## src/logic/core_pkg.sv

```systemverilog
`default_nettype none

package core_pkg;

    localparam int RW        = 16;
    localparam int I_SIZE    = 32;
    localparam int REGNO     = 8;
    localparam int REGNO_LOG = 3;

    // instruction word field positions
    localparam int F_OP_LSB  = 12;
    localparam int F_RD_LSB  = 9;
    localparam int F_RA_LSB  = 6;
    localparam int F_RB_LSB  = 3;
    localparam int F_IMM_LSB = 16;

    typedef enum logic [3:0] {
        NOP  = 4'd0,
        ADD  = 4'd1,
        SUB  = 4'd2,
        AND  = 4'd3,
        OR   = 4'd4,
        XOR  = 4'd5,
        ADDI = 4'd6,
        LD   = 4'd7,
        ST   = 4'd8,
        BEQZ = 4'd9,
        JMP  = 4'd10,
        HALT = 4'd11
    } opcode_e;

    typedef struct packed {
        logic [I_SIZE-1:0] instr;
        logic [RW-1:0]     pc;
    } fd_t;

    typedef struct packed {
        opcode_e              alu_op;
        logic [REGNO_LOG-1:0] rd;
        logic [REGNO_LOG-1:0] ra;
        logic [REGNO_LOG-1:0] rb;
        logic                 use_imm;
        logic                 reg_we;
        logic                 load;
        logic                 store;
        logic                 beqz;
        logic                 jump;
        logic                 halt;
        logic [RW-1:0]        imm;
    } de_t;

    typedef struct packed {
        logic [RW-1:0]        data;   // alu result or store data
        logic [RW-1:0]        addr;
        logic [REGNO_LOG-1:0] rd;
        logic                 reg_we;
        logic                 load;
        logic                 store;
    } ew_t;

    typedef struct packed {
        logic                 valid;
        logic [REGNO_LOG-1:0] rd;
        logic [RW-1:0]        data;
    } wb_t;

endpackage

`default_nettype wire

```

## src/logic/fetch.sv

```systemverilog
`timescale 1ns/1ps
`default_nettype none

module fetch #(
    parameter logic [core_pkg::RW-1:0] START_PC = '0
) (
    input  wire                         i_clk,
    input  wire                         i_arst_n,
    output logic [core_pkg::RW-1:0]     o_req_addr,
    output logic                        o_req_valid,
    input  wire  [core_pkg::I_SIZE-1:0] i_req_data,
    input  wire                         i_req_data_valid,
    input  wire                         i_next_ready,
    output logic                        o_submit,
    output core_pkg::fd_t               o_fd,
    input  wire                         i_flush,
    input  wire  [core_pkg::RW-1:0]     i_flush_pc,
    input  wire                         i_stop
);
    import core_pkg::*;

    logic [RW-1:0] pc_q;
    logic          req_q;
    logic          discard_q;
    logic          resp;
    logic          issue;

    assign resp = req_q && i_req_data_valid;
    // only request when the response has a free slot to land in
    assign issue = !req_q && !i_flush && !i_stop && (!o_submit || i_next_ready);

    assign o_req_valid = req_q && !i_req_data_valid;   // drops with the response

    always_ff @(posedge i_clk or negedge i_arst_n) begin
        if (!i_arst_n) begin
            pc_q      <= START_PC;
            req_q     <= 1'b0;
            discard_q <= 1'b0;
            o_submit  <= 1'b0;
        end else begin
            if (issue) begin
                req_q <= 1'b1;
            end else if (resp) begin
                req_q <= 1'b0;
            end

            if (i_flush) begin
                pc_q      <= i_flush_pc;
                o_submit  <= 1'b0;
                discard_q <= req_q && !i_req_data_valid;   // stale if still in flight
            end else if (resp && !discard_q) begin
                pc_q     <= o_req_addr + 1'b1;
                o_submit <= 1'b1;
            end else begin
                if (resp) begin
                    discard_q <= 1'b0;
                end
                if (i_next_ready) begin
                    o_submit <= 1'b0;
                end
            end
        end
    end

    always_ff @(posedge i_clk) begin
        if (issue) begin
            o_req_addr <= pc_q;
        end
        if (resp && !discard_q && !i_flush) begin
            o_fd.instr <= i_req_data;
            o_fd.pc    <= o_req_addr;
        end
    end

endmodule

`default_nettype wire

```

## src/logic/decode.sv

```systemverilog
`timescale 1ns/1ps
`default_nettype none

module decode (
    input  wire                 i_clk,
    input  wire                 i_arst_n,
    input  wire                 i_submit,
    input  wire core_pkg::fd_t  i_fd,
    output logic                o_ready,
    output logic                o_submit,
    output core_pkg::de_t       o_de,
    input  wire                 i_next_ready,
    input  wire                 i_flush
);
    import core_pkg::*;

    opcode_e op;
    de_t     de_d;

    assign op      = opcode_e'(i_fd.instr[F_OP_LSB +: $bits(opcode_e)]);
    assign o_ready = !o_submit || i_next_ready;

    always_comb begin
        de_d        = '0;
        de_d.alu_op = ADD;   // address and addi also go through the adder
        de_d.rd     = i_fd.instr[F_RD_LSB +: REGNO_LOG];
        de_d.ra     = i_fd.instr[F_RA_LSB +: REGNO_LOG];
        de_d.rb     = i_fd.instr[F_RB_LSB +: REGNO_LOG];
        de_d.imm    = i_fd.instr[F_IMM_LSB +: RW];
        case (op)
            ADD, SUB, AND, OR, XOR: begin
                de_d.alu_op = op;
                de_d.reg_we = 1'b1;
            end
            ADDI: begin
                de_d.use_imm = 1'b1;
                de_d.reg_we  = 1'b1;
            end
            LD: begin
                de_d.use_imm = 1'b1;
                de_d.reg_we  = 1'b1;
                de_d.load    = 1'b1;
            end
            ST: begin
                de_d.use_imm = 1'b1;   // rb carries the store data
                de_d.store   = 1'b1;
            end
            BEQZ: begin
                de_d.beqz = 1'b1;
            end
            JMP: begin
                de_d.jump = 1'b1;
            end
            HALT: begin
                de_d.halt = 1'b1;
            end
            default: begin
                de_d.alu_op = NOP;   // nop and unused codes
            end
        endcase
    end

    always_ff @(posedge i_clk or negedge i_arst_n) begin
        if (!i_arst_n) begin
            o_submit <= 1'b0;
        end else if (i_flush) begin
            o_submit <= 1'b0;
        end else if (o_ready) begin
            o_submit <= i_submit;
        end
    end

    always_ff @(posedge i_clk) begin
        if (i_submit && o_ready) begin
            o_de <= de_d;
        end
    end

endmodule

`default_nettype wire

```

## src/logic/execute.sv

```systemverilog
`timescale 1ns/1ps
`default_nettype none

module execute #(
    parameter logic [core_pkg::RW-1:0] START_PC = '0
) (
    input  wire                     i_clk,
    input  wire                     i_arst_n,
    input  wire                     i_submit,
    input  wire core_pkg::de_t      i_de,
    output logic                    o_ready,
    output logic                    o_submit,
    output core_pkg::ew_t           o_ew,
    input  wire                     i_next_ready,
    input  wire core_pkg::wb_t      i_wb,
    output logic                    o_flush,
    output logic [core_pkg::RW-1:0] o_flush_pc,
    output logic                    o_stop,
    output logic                    o_halted,
    output logic [core_pkg::RW-1:0] o_dbg_r0,
    output logic [core_pkg::RW-1:0] o_dbg_pc
);
    import core_pkg::*;

    logic [RW-1:0]    regs [REGNO];
    logic [REGNO-1:0] busy_q;
    logic [REGNO-1:0] busy_set;
    logic [REGNO-1:0] busy_clr;
    logic [RW-1:0]    pc_q;
    logic             stop_q;
    logic [RW-1:0]    src_a;
    logic [RW-1:0]    src_b;
    logic [RW-1:0]    rhs;
    logic [RW-1:0]    alu_res;
    logic             hazard;
    logic             take;
    logic             taken;
    logic             to_mem;

    assign src_a = regs[i_de.ra];
    assign src_b = regs[i_de.rb];
    assign rhs   = i_de.use_imm ? i_de.imm : src_b;

    // dest check too, so only one write per register is ever in flight
    assign hazard = busy_q[i_de.ra] || busy_q[i_de.rb] || (i_de.reg_we && busy_q[i_de.rd]);
    assign o_ready = !stop_q && !hazard && (!o_submit || i_next_ready);
    assign take    = i_submit && o_ready;
    assign to_mem  = i_de.reg_we || i_de.store;

    always_comb begin
        case (i_de.alu_op)
            SUB:     alu_res = src_a - rhs;
            AND:     alu_res = src_a & rhs;
            OR:      alu_res = src_a | rhs;
            XOR:     alu_res = src_a ^ rhs;
            default: alu_res = src_a + rhs;
        endcase
    end

    assign taken      = i_de.jump || (i_de.beqz && src_a == '0);
    assign o_flush    = take && taken;
    assign o_flush_pc = i_de.imm;
    assign o_stop     = stop_q || (take && i_de.halt);
    assign o_dbg_r0   = regs[0];
    assign o_dbg_pc   = pc_q;

    always_comb begin
        busy_set = '0;
        busy_clr = '0;
        if (take && i_de.reg_we) begin
            busy_set[i_de.rd] = 1'b1;
        end
        if (i_wb.valid) begin
            busy_clr[i_wb.rd] = 1'b1;
        end
    end

    always_ff @(posedge i_clk or negedge i_arst_n) begin
        if (!i_arst_n) begin
            for (int i = 0; i < REGNO; i++) begin
                regs[i] <= '0;
            end
            busy_q   <= '0;
            pc_q     <= START_PC;
            stop_q   <= 1'b0;
            o_halted <= 1'b0;
            o_submit <= 1'b0;
        end else begin
            if (i_wb.valid) begin
                regs[i_wb.rd] <= i_wb.data;
            end
            busy_q <= (busy_q & ~busy_clr) | busy_set;
            if (take) begin
                pc_q     <= taken ? i_de.imm : pc_q + 1'b1;
                o_submit <= to_mem;   // branches, nop and halt end here
            end else if (i_next_ready) begin
                o_submit <= 1'b0;
            end
            if (take && i_de.halt) begin
                stop_q <= 1'b1;
            end
            // memwb idle and nothing pending writeback
            if (stop_q && busy_q == '0 && !o_submit && i_next_ready) begin
                o_halted <= 1'b1;
            end
        end
    end

    always_ff @(posedge i_clk) begin
        if (take) begin
            o_ew.data   <= i_de.store ? src_b : alu_res;
            o_ew.addr   <= alu_res;
            o_ew.rd     <= i_de.rd;
            o_ew.reg_we <= i_de.reg_we;
            o_ew.load   <= i_de.load;
            o_ew.store  <= i_de.store;
        end
    end

endmodule

`default_nettype wire

```

## src/logic/memwb.sv

```systemverilog
`timescale 1ns/1ps
`default_nettype none

module memwb (
    input  wire                     i_clk,
    input  wire                     i_arst_n,
    input  wire                     i_submit,
    input  wire core_pkg::ew_t      i_ew,
    output logic                    o_ready,
    output core_pkg::wb_t           o_wb,
    output logic                    o_mem_req,
    output logic                    o_mem_we,
    output logic [core_pkg::RW-1:0] o_mem_addr,
    output logic [core_pkg::RW-1:0] o_mem_data,
    input  wire  [core_pkg::RW-1:0] i_mem_data,
    input  wire                     i_mem_ack
);
    import core_pkg::*;

    ew_t                  item_q;
    logic                 accept;
    logic                 ack;
    logic                 wb_valid_q;
    logic [REGNO_LOG-1:0] wb_rd_q;
    logic [RW-1:0]        wb_data_q;

    assign o_ready = !o_mem_req;   // alu items pass straight through
    assign accept  = i_submit && o_ready;
    assign ack     = o_mem_req && i_mem_ack;

    assign o_mem_we   = o_mem_req && item_q.store;
    assign o_mem_addr = item_q.addr;
    assign o_mem_data = item_q.data;
    assign o_wb       = '{valid: wb_valid_q, rd: wb_rd_q, data: wb_data_q};

    always_ff @(posedge i_clk or negedge i_arst_n) begin
        if (!i_arst_n) begin
            o_mem_req  <= 1'b0;
            wb_valid_q <= 1'b0;
        end else begin
            wb_valid_q <= 1'b0;   // single cycle pulse
            if (accept) begin
                o_mem_req  <= i_ew.load || i_ew.store;
                wb_valid_q <= i_ew.reg_we && !i_ew.load;
            end else if (ack) begin
                o_mem_req  <= 1'b0;
                wb_valid_q <= item_q.load;
            end
        end
    end

    always_ff @(posedge i_clk) begin
        if (accept) begin
            item_q    <= i_ew;
            wb_rd_q   <= i_ew.rd;
            wb_data_q <= i_ew.data;
        end else if (ack) begin
            wb_rd_q   <= item_q.rd;
            wb_data_q <= i_mem_data;   // load data valid with ack
        end
    end

endmodule

`default_nettype wire

```

## src/logic/core.sv

```systemverilog
`timescale 1ns/1ps
`default_nettype none

module core #(
    parameter logic [core_pkg::RW-1:0] START_PC = '0
) (
    input  wire                         i_clk,
    input  wire                         i_arst_n,
    output logic [core_pkg::RW-1:0]     o_req_addr,
    output logic                        o_req_valid,
    input  wire  [core_pkg::I_SIZE-1:0] i_req_data,
    input  wire                         i_req_data_valid,
    output logic                        o_mem_req,
    output logic                        o_mem_we,
    output logic [core_pkg::RW-1:0]     o_mem_addr,
    output logic [core_pkg::RW-1:0]     o_mem_data,
    input  wire  [core_pkg::RW-1:0]     i_mem_data,
    input  wire                         i_mem_ack,
    output logic                        o_halted,
    output logic [core_pkg::RW-1:0]     o_dbg_r0,
    output logic [core_pkg::RW-1:0]     o_dbg_pc
);
    import core_pkg::*;

    fd_t           fd;
    de_t           de;
    ew_t           ew;
    wb_t           wb;
    logic          fd_submit;
    logic          fd_ready;
    logic          de_submit;
    logic          de_ready;
    logic          ew_submit;
    logic          ew_ready;
    logic          flush;
    logic          stop;
    logic [RW-1:0] flush_pc;

    fetch #(.START_PC(START_PC)) fetch0 (
        .i_clk(i_clk), .i_arst_n(i_arst_n),
        .o_req_addr(o_req_addr), .o_req_valid(o_req_valid),
        .i_req_data(i_req_data), .i_req_data_valid(i_req_data_valid),
        .i_next_ready(fd_ready), .o_submit(fd_submit), .o_fd(fd),
        .i_flush(flush), .i_flush_pc(flush_pc), .i_stop(stop)
    );

    decode decode0 (
        .i_clk(i_clk), .i_arst_n(i_arst_n),
        .i_submit(fd_submit), .i_fd(fd), .o_ready(fd_ready),
        .o_submit(de_submit), .o_de(de), .i_next_ready(de_ready),
        .i_flush(flush)
    );

    execute #(.START_PC(START_PC)) execute0 (
        .i_clk(i_clk), .i_arst_n(i_arst_n),
        .i_submit(de_submit), .i_de(de), .o_ready(de_ready),
        .o_submit(ew_submit), .o_ew(ew), .i_next_ready(ew_ready), .i_wb(wb),
        .o_flush(flush), .o_flush_pc(flush_pc), .o_stop(stop), .o_halted(o_halted),
        .o_dbg_r0(o_dbg_r0), .o_dbg_pc(o_dbg_pc)
    );

    memwb memwb0 (
        .i_clk(i_clk), .i_arst_n(i_arst_n),
        .i_submit(ew_submit), .i_ew(ew), .o_ready(ew_ready), .o_wb(wb),
        .o_mem_req(o_mem_req), .o_mem_we(o_mem_we),
        .o_mem_addr(o_mem_addr), .o_mem_data(o_mem_data),
        .i_mem_data(i_mem_data), .i_mem_ack(i_mem_ack)
    );

endmodule

`default_nettype wire

```

## config.mk

```make
export PLATFORM = sky130hd
export DESIGN_NAME = core
export DESIGN_NICKNAME = d
export VERILOG_FILES = /design/src/logic/core_pkg.sv /design/src/logic/fetch.sv /design/src/logic/decode.sv /design/src/logic/execute.sv /design/src/logic/memwb.sv /design/src/logic/core.sv
export SDC_FILE = /design/constraint.sdc
export NUM_CORES = 1
export LEC_CHECK = 0
export ABC_AREA = 0
export BUFFER_PORTS_ARGS = -buffer_cell sky130_fd_sc_hd__buf_2
export CAP_MARGIN = 5
export CELL_PAD_IN_SITES_DETAIL_PLACEMENT = 0
export CELL_PAD_IN_SITES_GLOBAL_PLACEMENT = 2
export CORE_MARGIN = 5
export CORE_UTILIZATION = 43
export DETAILED_ROUTE_END_ITERATION = 12
export PLACE_DENSITY_LB_ADDON = 0.12
export SLEW_MARGIN = 20
export SYNTH_ARGS = -nofsm -noshare
export SYNTH_HDL_FRONTEND = slang
export SYNTH_SLANG_ARGS = --single-unit
```

## constraint.sdc

```tcl
create_clock -name i_clk -period 6 [get_ports i_clk]
set_input_delay 0.9 -clock i_clk [delete_from_list [all_inputs] [get_ports i_clk]]
set_output_delay 0.9 -clock i_clk [all_outputs]
set_load 0.02 [all_outputs]
```

; ---- After elaboration in Yosys (flattened, before gate mapping)
; Index checks and enable logic that the tools add are counted.
[classes]
reduce_logical = 60
n_eq_ne = 17
n_bitwise = 9
muxes = 54
add_sub_neg = 4
magnitude_cmp = 10
[op_table]
columns = op, n
row1 = $mux W16, 12
row2 = $bwmux W128, 1
row3 = $bmux W16 S3, 2
row4 = $pmux W16 S4, 1
row5 = $demux W16 S3, 1
row6 = $add A16 B1 Y16 const B, 2
row7 = $mux W1, 27
row8 = $logic_and A1 B1 Y1, 26
row9 = $eq A4 B3 Y1 const B, 6
row10 = $add A16 B16 Y16, 1
row11 = $and A16 B16 Y16, 1
row12 = $eq A4 B2 Y1 const B, 4
row13 = $eq A4 B4 Y1 const B, 4
row14 = $logic_not A16 Y1, 1
row15 = $lt A3 B4 Y1 const B, 4
row16 = $mux W8, 2
row17 = $or A16 B16 Y16, 1
row18 = $sub A16 B16 Y16, 1
row19 = $xor A16 B16 Y16, 1
row20 = $ge A4 B4 Y1 const B, 3
row21 = $logic_not A1 Y1, 12
row22 = $not A3 Y4, 3
row23 = $reduce_bool A2 Y1, 5
row24 = $bmux W1 S3, 3
row25 = other kinds (19), 30
[totals]
input_bits = 52
wordCells = 201
regBits = 355
output_inout_bits = 84

; ---- Logic depth before layout (Yosys ltp)
; Gate-level depths: netlist (run 1).
[depth]
depth_word = 14
ltp_mapped = 22

; ---- By module
; From an unflattened synthesis (run 1), not the netlist that was laid out.
[hier_totals]
cells_unflattened = 1401
area_unflattened_um2 = 18639.1
[modules_own_cells]
columns = mod, n_inst, seq_area_each_um2, cells_each, area_each_um2
row1 = execute, 1, 5019.8, 1045, 12017.8
row2 = fetch, 1, 2397.3, 175, 3044.2
row3 = memwb, 1, 1731.7, 124, 2357.3
row4 = decode, 1, 1106.1, 57, 1219.9

; ---- Worst setup path before layout (run 1)
; OpenSTA, ideal clock, no wires.
[synth_timing]
path_type = register to register
from = register decode0.o_de[24] in the netlist's numbering
to = register execute0.o_ew[36] in the netlist's numbering, data pin
t_arrival_ns = 3.929
stages_incl_launch_ff = 19
required_time_ns = 5.740
setup_ns = 0.260
path_slack_ns = 1.812
path_buffers = 2
synth_period_minus_slack_ns = 4.188
cell_sequence = edfxtp_1 > buf_4 > nor2b_1 > clkbuf_1 > a22o_1 > or2_2 > o21a_1 > ha_1 > a21oi_1 > fa_1 > a21o_1 > a21oi_1 > o21ai_0 > a31o_2 > a31oi_1 > o21ai_0 > xnor2_1 > o21ai_0 > mux2_2
[synth_via]
elab_chain_cells = 8
[synth_lines]
columns = element, line
row1 = "start, declared", decode.sv:11  ; output core_pkg::de_t o_de,
row2 = "start signal, assigned", decode.sv:75  ; o_de <= de_d;
row3 = $not A3 Y4 (implied by the code) *, execute.sv:41  ; assign src_b = regs[i_de.rb];
row4 = $bmux W16 S3 *, execute.sv:41
row5 = $mux W16 (implied by the code) * (2 in a row), execute.sv:41
row6 = $mux W16 *, execute.sv:42  ; assign rhs = i_de.use_imm ? i_de.imm : src_b;
row7 = $add A16 B16 Y16 (tied with other cells), execute.sv:56  ; default: alu_res = src_a + rhs;
row8 = $pmux W16 S4 *, execute.sv:51  ; case (i_de.alu_op)
row9 = via execute0.alu_res[14], execute.sv:34  ; logic [RW-1:0] alu_res;
row10 = $mux W16 *, execute.sv:111  ; o_ew.data <= i_de.store ? src_b : alu_res;
row11 = "end, declared", execute.sv:13  ; output core_pkg::ew_t o_ew,
; The timed path passes the listed nets; every way through them passes the cells marked *. The select of a mux whose other input is x is not followed.
; A chain may end at the register's enable or synchronous reset.

; ---- Worst setup path in the final report (run 1)
[layout_timing]
from = register decode0.o_de[26] in the netlist's numbering
to = register execute0.o_ew[36] in the netlist's numbering, data pin
[layout_via]
elab_chain_cells = 7
[layout_lines]
columns = element, line
row1 = $not A3 Y4 (implied by the code) *, execute.sv:40  ; assign src_a = regs[i_de.ra];
row2 = $bmux W16 S3 *, execute.sv:40
row3 = $mux W16 (implied by the code) * (2 in a row), execute.sv:40
row4 = $add A16 B16 Y16 (tied with other cells), execute.sv:56
row5 = $pmux W16 S4 *, execute.sv:51
row6 = via execute0.alu_res[14], execute.sv:34
row7 = $mux W16 *, execute.sv:111
; Marked as above.

==> flow_metrics.py, run 1 <==
metrics = {
    "status": {
        "outcome": "completed",
    },
    "worst_setup_path": {
        "crit_family": "compound AO/OA/AOI/OAI gates",
        "r2r_slack_ns": 0.90,
        "r2r-start": "decode0.o_de[26]",
        "cp-end-kind": "flip-flop",
        "cp-startpoint": "decode0.o_de[26]",
        "crit_path_top_delay_cell": "edfxtp_1",
        "cpMostUsedCell": "o21ai_0",
        "crit_chain": "mux4_2 > mux2i_1 > ha_1 > inv_1 > fa_1 > a21o_1 > a21oi_1 > o21ai_0 > a31o_2 > a31oi_1 > o21ai_0 > xnor2_1 > o21ai_0 > mux2_2",
        "max_stage_delay_ns": 0.93,
        "r2r_end": "execute0.o_ew[36]",
        "worstPathRequired_ns": 6.30,
        "reg2reg_depth": 14,
        "crit_fanout": 13,
        "start_kind": "flip-flop",
        "arrival_ns": 5.41,
        "critPathBufInv": 1,
        "setup.worst_path.class": "flip-flop to flip-flop",
    },
    "clock_network": {
        "clkLatencyLatePin_ns": 0.56,
        "htree_num_levels": 2,
        "cts_buffer_depth": 3,
        "cts_setup_buffers": 0,
        "root_buffer": "clkbuf_16",
        "cts_buffers": 41,
        "path_clk_slew_ns": 0.06,
        "numClockSinks": 352,
        "cts_resized": 0,
        "cts_tree": "yes",
        "cts_hold_buf": 0,
    },
    "floorplan": {
        "fp-row-count": 74,
        "io_pins": 136,
        "start_util": 0.4364,
        "die_y_um": 213.8,
        "coreArea_mm2": 0.04092,
        "die_area_mm2": 0.04571,
        "die_w_um": 213.8,
    },
    "min_path": {
        "hp-class": "input pin to asynchronous set/reset pin",
    },
    "sta": {
        "slew_violations": 0,
        "fin_skew_ns": 0.01947,
        "fmax_mhz": 195.9,
        "period_needed_ns": 5.104,
        "rsz0062_at_grt": "no",
        "worst_slack_ns": 0.8957,
        "tightestPinTransition_ns": 0.9430,
        "fin_crit_sh": 0.8507,
        "hold_viol": 0,
        "setup_viol": 0,
        "slew_headroom": 0.3714,
        "fin_setup_tns_ns": 0,
    },
    "drt": {
        "first_iter_violations": 812,
        "wl_per_cell_um": 23.34,
        "avgViaCountPerCell": 5.532,
        "ant_nets": 0,
        "first_pass_iters": 5,
        "wl_um": 47290,
        "drcViolationCount": 0,
        "num_vias": 11210,
    },
    "global_route": {
        "grt_first_pass_wirelength_um": 71550,
        "overflow": 0,
        "grt_pass1_vias": 11110,
        "grt_max_degree": 74,
        "antenna_found_initial": 1,
        "grt_use_total": 0.2092,
    },
    "synth": {
        "synth.largest_area_cell": "edfxtp_1",
        "synth-async-reset-ratio": 0.5028,
        "ys_top_cells_by_area": "edfxtp_1 29%, dfrtp_1 25%, mux2_2 11%",
        "syn-cell-area_mm2": 0.01786,
        "synth_area_per_cell_um2": 13.08,
        "synth.distinct_cells": 68,
        "synth_common_cells": "179 x mux2_2, 177 x dfrtp_1, 175 x edfxtp_1",
        "synth_most_common_cell": "mux2_2",
        "synth_top_area_frac": 0.2943,
        "postSynthCellCount": 1365,
        "synth_ff_type": "dfrtp_1",
        "ys_seq_area_frac": 0.5423,
        "yosysWarningCount": 0,
        "synth_seq_cells": 352,
        "syn-num-nets": 1469,
        "synth-edff-count": 175,
    },
    "final_layout": {
        "nets": 1566,
        "syn_to_final_growth_pct": 12.93,
        "nFillCells": 3643,
        "drive_above_1_share": 0.3260,
        "insertedDiodeCount": 0,
        "regArea_mm2": 0.009684,
        "multi_input_area_mm2": 0.007286,
        "finalCoreUtilization": 0.4928,
    },
    "power_and_ir_drop": {
        "seqPwrFrac": 0.400,
        "p_leak_uw": 0.008466,
        "ir_drop_mv": 0.2925,
        "p_sw_uw": 3515,
        "p_sw_frac": 0.3507,
        "p_per_area_mw_per_mm2": 496.9,
        "total_power_uw": 10020,
        "p_int_uw": 6506,
        "pwr-share-clk": 0.255,
        "combPwrFrac": 0.345,
    },
    "placement": {
        "dpl.hpwl_um": 32950,
        "pre_cts_ws_ns": 0.9229,
        "gp_congestion": 0.8294,
        "numPortBuffers": 132,
    },
    "flow_run": {
        "cap_viol_max_count": 0,
    },
}
-- cells by family after synthesis --
group / count (synthesis) / synth area share
mux: 277 / 0.2018
other cells: 1 / 0.0002100
xor+xnor: 43 / 0.02109
buf+inv: 166 / 0.05185
compound gates: 228 / 0.07959
flops: 352 / 0.5423
simple gates: 246 / 0.06635
fa+ha+maj: 52 / 0.03685
-- how the worst max path moves through the flow --
stage,slack (ns),to,cells past startpoint
floorplan,1.81,execute0.o_ew[36],18
global placement,0.88,execute0.o_ew[36],14
detailed placement,0.92,execute0.o_ew[36],14
CTS,0.87,execute0.o_ew[36],14
global route,0.52,execute0.o_ew[21],19
finish,0.90,execute0.o_ew[36],14
-- power groups by stage --
stage	clock network (uW)	logic, uW	registers [uW]
after floorplan	0	2560	3890
after global placement	0	3440	4030
after detailed placement	0	3470	4050
after CTS	2620	3490	4010
after global routing	2730	3830	4110
final	2550	3460	4010
-- per-layer routing --
| layer | vias to the layer above | GRT usage | part of all wire |
|---|---|---|---|
| li1 | 5222 | - | - |
| met1 | 5666 | 0.3109 | 0.47 |
| met2 | 245 | 0.3194 | 0.45 |
| met3 | 75 | 0.03643 | 0.045 |
| met4 | 0 | 0.05724 | 0.026 |
| met5 | - | 0 | 0 |
-- worst reg2reg max path, stage by stage, from the launching register on --
cell and delay (ns):
edfxtp_1 0.93, mux4_2 0.67, mux2i_1 0.42, ha_1 0.25
inv_1 0.05, fa_1 0.41, a21o_1 0.20, a21oi_1 0.22
o21ai_0 0.19, a31o_2 0.30, a31oi_1 0.32, o21ai_0 0.19
xnor2_1 0.17, o21ai_0 0.18, mux2_2 0.33
-- sequential cells by signal, summed over array words and instances, names as in the netlist, 3 cells and up --
| signal | count |
|---|---|
| execute0.regs | 112 |
| execute0.o_ew | 38 |
| decode0.o_de | 36 |
| fetch0.o_fd | 29 |
| execute0.o_dbg_pc | 16 |
| execute0.o_dbg_r0 | 16 |
| fetch0.o_req_addr | 16 |
| fetch0.pc_q | 16 |
| memwb0.o_mem_addr | 16 |
| memwb0.o_mem_data | 16 |
| memwb0.wb_data_q | 16 |
| execute0.busy_q | 8 |
| memwb0.item_q | 5 |
| memwb0.wb_rd_q | 3 |
-- metrics by stage --
| step | cells | cell area [um2] | hold WS (ns) |
|---|---|---|---|
| finish | 2026 | 20170 | 0.3178 |
| detailed placement | 1951 | 18780 | 0.4045 |
| global placement | 1951 | 18780 | 0.4005 |
| global route | 2026 | 20170 | 0.3459 |
| floorplan | 1365 | 17860 | 0.4003 |
| CTS | 2026 | 20170 | 0.3224 |
-- final cells by class --
type	instances	area share
inverters	52	0.009679
flip-flops and latches	352	0.4802
well taps	532	0.03301
multi-input cells	847	0.3613
clock buffers	53	0.05615
repair buffers	168	0.04709
clock inverters	22	0.01259
-- placed cells by master, fill, tap and decap left out, types with 48 or more instances in the layout --
cell | netlist | routed
a21oi_1 | 57 | 56
buf_2 | 11 | 131
dfrtp_1 | 177 | 177
edfxtp_1 | 175 | 175
ha_1 | 51 | 51
inv_1 | 48 | 48
mux2_2 | 179 | 179
mux2i_1 | 48 | 48
nand2_1 | 77 | 77
nor2_1 | 59 | 58
o21ai_0 | 68 | 68
No activity file was read; power rests on OpenSTA's default activity.
==> inputs of run 2 (changes only) <==
==> constraint.sdc (replaced) <==
create_clock -name i_clk -period 6 [get_ports i_clk]
set_input_delay 0.3 -clock i_clk [delete_from_list [all_inputs] [get_ports i_clk]]
set_output_delay 0.3 -clock i_clk [all_outputs]
set_load 0.02 [all_outputs]
==> run 2 against run 1 <==
  * Combinational power hardly changed
  * Setup slack lost 0.036 ns
  * Clock-buffer cell count increased by 2
  * Highest routed layer unchanged
==> flow_metrics.py, run 2 (synthesis gave the netlist of run 1 again) <==
metrics = {
    "final_layout": {
        "layout_commonest_cell": "mux2_2",
        "final_cells": 2057,
        "reg_top3": "execute0.regs (112), execute0.o_ew (38), decode0.o_de (36)",
        "finalCoreUtilization": 0.4973,
        "largest_reg_flops": 112,
        "largest_register": "execute0.regs",
        "nets": 1599,
        "insertedDiodeCount": 0,
        "syn_to_final_growth_pct": 13.97,
        "layout_common_cells": "179 x mux2_2, 177 x dfrtp_1, 175 x edfxtp_1",
        "drive_above_1_share": 0.3148,
    },
    "global_route": {
        "grt_use_total": 0.2152,
        "overflow": 0,
        "grt_pass1_vias": 11820,
        "antenna_found_initial": 1,
        "grt_max_degree": 88,
        "grt_first_pass_wirelength_um": 73890,
    },
    "floorplan": {
        "fp-row-count": 74,
        "coreArea_mm2": 0.04092,
        "start_util": 0.4364,
        "die_area_mm2": 0.04571,
        "die_w_um": 213.8,
        "io_pins": 136,
        "die_y_um": 213.8,
    },
    "sta": {
        "tightestPinTransition_ns": 0.8658,
        "fmax_mhz": 194.5,
        "fin_skew_ns": 0.01806,
        "hold_viol": 0,
        "period_needed_ns": 5.140,
        "slew_headroom": 0.4228,
        "fin_crit_sh": 0.8567,
        "fin_setup_tns_ns": 0,
        "slew_violations": 0,
        "rsz0062_at_grt": "no",
        "setup_viol": 0,
    },
    "worst_setup_path": {
        "cp-end-kind": "flip-flop",
        "reg2reg_depth": 18,
        "arrival_ns": 5.46,
        "r2r-start": "decode0.o_de[25]",
        "setup.worst_path.class": "flip-flop to flip-flop",
        "r2r_end": "execute0.o_ew[36]",
        "crit_fanout": 6,
        "r2r_slack_ns": 0.86,
        "start_kind": "flip-flop",
        "worstPathRequired_ns": 6.32,
    },
    "placement": {
        "post-place-cells": 1953,
        "dpl.hpwl_um": 33470,
        "numPortBuffers": 132,
        "gp_congestion": 0.8083,
    },
    "clock_network": {
        "root_buffer": "clkbuf_16",
        "path_clk_slew_ns": 0.06,
        "clkLatencyLatePin_ns": 0.56,
        "cts_tree": "yes",
        "numClockSinks": 352,
        "cts_buffers": 40,
        "htree_num_levels": 2,
        "cts_buffer_depth": 3,
    },
    "drt": {
        "num_vias": 11360,
        "ant_nets": 0,
        "drcViolationCount": 0,
        "wl_per_cell_um": 23.28,
        "avgViaCountPerCell": 5.521,
        "first_iter_violations": 653,
        "wl_um": 47890,
        "first_pass_iters": 4,
    },
    "power_and_ir_drop": {
        "p_leak_uw": 0.008549,
        "p_sw_frac": 0.3563,
        "p_int_uw": 6322,
        "p_per_area_mw_per_mm2": 482.5,
        "p_sw_uw": 3499,
        "total_power_uw": 9821,
        "combPwrFrac": 0.355,
        "ir_drop_mv": 0.2092,
        "pwr-share-clk": 0.238,
        "seqPwrFrac": 0.408,
    },
    "min_path": {
        "hp-class": "input pin to flip-flop",
        "hold_end": "memwb0.wb_data_q[13]",
        "hold_path_startpoint": "i_mem_data[13]",
        "holdPathStages": 2,
    },
    "status": {
        "outcome": "completed",
    },
    "flow_run": {
        "cap_viol_max_count": 0,
    },
}
==> run 2: cell count changes in the layout (fill, tap and decap cells not counted), sizes merged <==
cell | previous run | this run
clkinv | 13 | 14
inv | 53 | 54
clkbuf | 53 | 55
dlygate4sd3 | 0 | 32
buf | 168 | 170
clkinvlp | 3 | 0
bufinv | 5 | 1
==> run 2: area by class of cell <==
type | count | area (um2)
flip-flops and latches | 352 | 9684
clock buffers | 55 | 1119
clock inverters | 17 | 120.1
inverters | 52 | 195.2
multi-input cells | 847 | 7284
repair buffers | 202 | 1285
fillers | 3688 | 20570
well taps | 532 | 665.6
==> run 2: through the flow <==
stage                     setup WS, ns  hold slack, ns  instance area (um2)
final                           0.8598         0.04324                20350
after global placement          0.9124          0.4011                18790
after CTS                       0.8505        0.005689                20350
after floorplan                  1.812        0.004409                17860
after detailed placement        0.8847          0.4045                18790
after global routing            0.4250         0.02230                20350
==> run 2: repair_timing <==
| item | CTS | global route |
|---|---|---|
| resized for setup | 0 | 0 |
| buffers inserted | 0 | 0 |
| hold endpoints to repair | 117 | 0 |
| hold buffers | 32 | 0 |
==> run 2: worst max path at each step <==
stage	startpoint	endpoint	slack (ns)	cells after the start
final	decode0.o_de[25]	execute0.o_ew[36]	0.86	18
after detailed placement	decode0.o_de[25]	execute0.o_ew[36]	0.88	18
after global placement	decode0.o_de[25]	execute0.o_ew[36]	0.91	18
after floorplan	decode0.o_de[24]	execute0.o_ew[36]	1.81	18
after CTS	decode0.o_de[25]	execute0.o_ew[36]	0.85	18
after global routing	decode0.o_de[25]	execute0.o_ew[21]	0.42	19
==> run 2: power by group through the flow <==
stage / clock network, uW / registers, uW / logic, uW
after detailed placement: 0 / 4040 / 3480
final: 2330 / 4000 / 3490
after global routing: 2500 / 4110 / 3880
after floorplan: 0 / 3890 / 2560
after CTS: 2400 / 4000 / 3520
after global placement: 0 / 4020 / 3440
==> run 2: critical path, stage by stage, from the launching register on <==
cell,delay [ns]
edfxtp_1,0.47
nor2_1,0.68
a22o_1,0.25
or2_1,0.24
o21a_2,0.22
inv_1,0.07
nor4_1,0.33
and2_1,0.23
nor2_1,0.07
xnor2_1,0.20
ha_1,0.29
a21oi_1,0.17
o21ai_0,0.17
a31o_2,0.31
a31oi_1,0.32
o21ai_0,0.18
xnor2_1,0.15
o21ai_0,0.19
mux2_2,0.35
==> run 2: layer usage <==
metal | routed length (um) | track usage | vias to the layer above
met1 | 22390 | 0.3104 | 5774
met5 | 0 | 0 | -
met4 | 1469 | 0.07171 | 0
met2 | 21920 | 0.3343 | 222
li1 | - | - | 5288
met3 | 2101 | 0.03614 | 73
==> inputs of run 3 (changes only) <==
--- a/config.mk
+++ b/config.mk
@@ -14,5 +14,5 @@
 export CORE_UTILIZATION = 43
 export DETAILED_ROUTE_END_ITERATION = 12
-export PLACE_DENSITY_LB_ADDON = 0.12
+export PLACE_DENSITY = 0.78
 export SLEW_MARGIN = 20
 export SYNTH_ARGS = -nofsm -noshare
==> constraint.sdc (replaced) <==
create_clock -name i_clk -period 6 [get_ports i_clk]
set_input_delay 1.2 -clock i_clk [delete_from_list [all_inputs] [get_ports i_clk]]
set_output_delay 1.2 -clock i_clk [all_outputs]
set_load 0.02 [all_outputs]
==> run 3 against run 2 <==
  * Combinational power down 1%
  * Flip-flop and latch count unchanged
  * Die area unchanged
  * Final cell count down 1.4%
  * Non-clock buffer count down 33
==> flow_metrics.py, run 3 (synthesis gave the netlist of run 1 again) <==
metrics = {
    "worst_setup_path": {
        "worstPathRequired_ns": 6.28,
        "r2r_end": "execute0.o_ew[21]",
        "crit_chain": "nand2b_1 > o22ai_1 > or2_1 > o21a_2 > ha_1 > nand3_1 > or4_1 > nor3_1 > nor2_1 > xnor2_1 > ha_1 > nand4_1 > nor2_1 > a211oi_1 > o21a_1 > o21ai_0 > and2_1 > mux2i_1 > nand2_1",
        "critPathBufInv": 0,
        "setup.worst_path.class": "flip-flop to flip-flop",
        "crit_fanout": 10,
        "cp-end-kind": "flip-flop",
        "arrival_ns": 5.32,
        "start_kind": "flip-flop",
        "reg2reg_depth": 19,
        "max_stage_delay_ns": 0.53,
        "crit_path_top_delay_cell": "edfxtp_1",
        "crit_family": "simple AND/OR/NAND/NOR gates",
        "r2r_slack_ns": 0.96,
        "r2r-start": "decode0.o_de[24]",
    },
    "sta": {
        "period_needed_ns": 5.039,
        "fin_skew_ns": 0.02187,
        "slew_headroom": 0.2348,
        "fin_crit_sh": 0.8399,
        "rsz0062_at_grt": "no",
        "hold_viol": 0,
        "fmax_mhz": 198.4,
        "setup_viol": 0,
        "fin_setup_tns_ns": 0,
        "tightestPinTransition_ns": 1.148,
        "hold_ws_ns": 0.4080,
        "slew_violations": 0,
    },
    "floorplan": {
        "start_util": 0.4364,
        "coreArea_mm2": 0.04092,
        "io_pins": 136,
        "die_w_um": 213.8,
        "die_y_um": 213.8,
        "die_area_mm2": 0.04571,
        "fp-row-count": 74,
    },
    "clock_network": {
        "numClockSinks": 352,
        "clkLatencyLatePin_ns": 0.57,
        "cts_resized": 0,
        "htree_num_levels": 2,
        "path_clk_slew_ns": 0.06,
        "root_buffer": "clkbuf_16",
        "cts_buffers": 41,
        "cts_tree": "yes",
        "cts_setup_buffers": 0,
        "cts_hold_buf": 0,
        "cts_buffer_depth": 3,
    },
    "drt": {
        "drcViolationCount": 0,
        "wl_um": 46200,
        "ant_nets": 0,
        "num_vias": 11260,
        "first_iter_violations": 684,
        "avgViaCountPerCell": 5.553,
        "first_pass_iters": 5,
        "wl_per_cell_um": 22.78,
    },
    "global_route": {
        "antenna_found_initial": 0,
        "grt_max_degree": 86,
        "grt_pass1_vias": 11370,
        "grt_use_total": 0.2053,
        "grt_first_pass_wirelength_um": 71190,
        "overflow": 0,
    },
    "power_and_ir_drop": {
        "combPwrFrac": 0.344,
        "ir_drop_mv": 0.2808,
        "p_leak_uw": 0.008454,
        "p_sw_uw": 3524,
        "pwr-share-clk": 0.255,
        "total_power_uw": 9999,
        "seqPwrFrac": 0.401,
        "p_sw_frac": 0.3525,
        "p_per_area_mw_per_mm2": 495.7,
        "p_int_uw": 6474,
    },
    "min_path": {
        "holdPathStages": 0,
        "hp-class": "flip-flop to flip-flop",
        "hold_end": "memwb0.o_mem_addr[10]",
        "hold_path_startpoint": "execute0.o_ew[16]",
    },
    "final_layout": {
        "largest_reg_flops": 112,
        "syn_to_final_growth_pct": 12.94,
        "layout_common_cells": "179 x mux2_2, 177 x dfrtp_1, 175 x edfxtp_1",
        "largest_register": "execute0.regs",
        "nets": 1567,
        "drive_above_1_share": 0.3284,
        "layout_commonest_cell": "mux2_2",
        "reg_top3": "execute0.regs (112), execute0.o_ew (38), decode0.o_de (36)",
        "nFillCells": 3666,
    },
    "flow_run": {
        "cap_viol_max_count": 0,
    },
    "status": {
        "outcome": "completed",
    },
    "placement": {
        "numPortBuffers": 132,
        "gp_congestion": 0.8470,
        "dpl.hpwl_um": 32030,
    },
}
[run 3: cell count changes in the layout (fill, tap and decap cells not counted), sizes merged]
cell | before | now
buf | 170 | 169
bufinv | 1 | 5
clkbuf | 55 | 48
clkinvlp | 0 | 6
diode | 0 | 1
dlygate4sd3 | 32 | 0
[run 3: how the worst max path moves through the flow]
stage                     startpoint           endpoint  slack (ns)  cells after the start
detailed placement  decode0.o_de[25]  execute0.o_ew[36]        0.99                     16
finish              decode0.o_de[24]  execute0.o_ew[21]        0.96                     19
floorplan           decode0.o_de[24]  execute0.o_ew[36]        1.81                     18
CTS                 decode0.o_de[25]  execute0.o_ew[36]        0.95                     16
global route        decode0.o_de[25]  execute0.o_ew[35]        0.60                     19
global placement    decode0.o_de[25]  execute0.o_ew[36]        1.02                     16
[run 3: power groups by stage]
stage	Sequential (uW)	Combinational, uW	Clock (uW)
floorplan	3890	2560	0
detailed placement	4050	3450	0
global route	4120	3810	2710
CTS	4010	3470	2610
finish	4010	3440	2540
global placement	4020	3410	0
[run 3: cell type report]
type                    count  area, um2  share of cell area
clock buffers              48       1072             0.05316
clock inverters            27      306.5             0.01520
flip-flops and latches    352       9684              0.4802
diodes                      1      2.502           0.0001241
well taps                 532      665.6             0.03300
multi-input cells         847       7286              0.3612
repair buffers            169      957.2             0.04746
inverters                  52      195.2            0.009677
[run 3: per-stage QoR]
step                utilization  setup WS [ns]  cells  instance area, um2
CTS                      0.4928         0.9548   2027               20170
global route             0.4928         0.6010   2027               20170
detailed placement       0.4591         0.9874   1952               18790
floorplan                     -          1.812   1365               17860
finish                   0.4928         0.9606   2028               20170
global placement         0.4591          1.015   1952               18790
[run 3: layer usage]
| metal | track usage | share of wire | routed length, um |
|---|---|---|---|
| met5 | 0 | 0 | 0 |
| met4 | 0.05000 | 0.022 | 1025 |
| met3 | 0.04506 | 0.055 | 2539 |
| met2 | 0.3174 | 0.46 | 21280 |
| met1 | 0.2984 | 0.46 | 21350 |
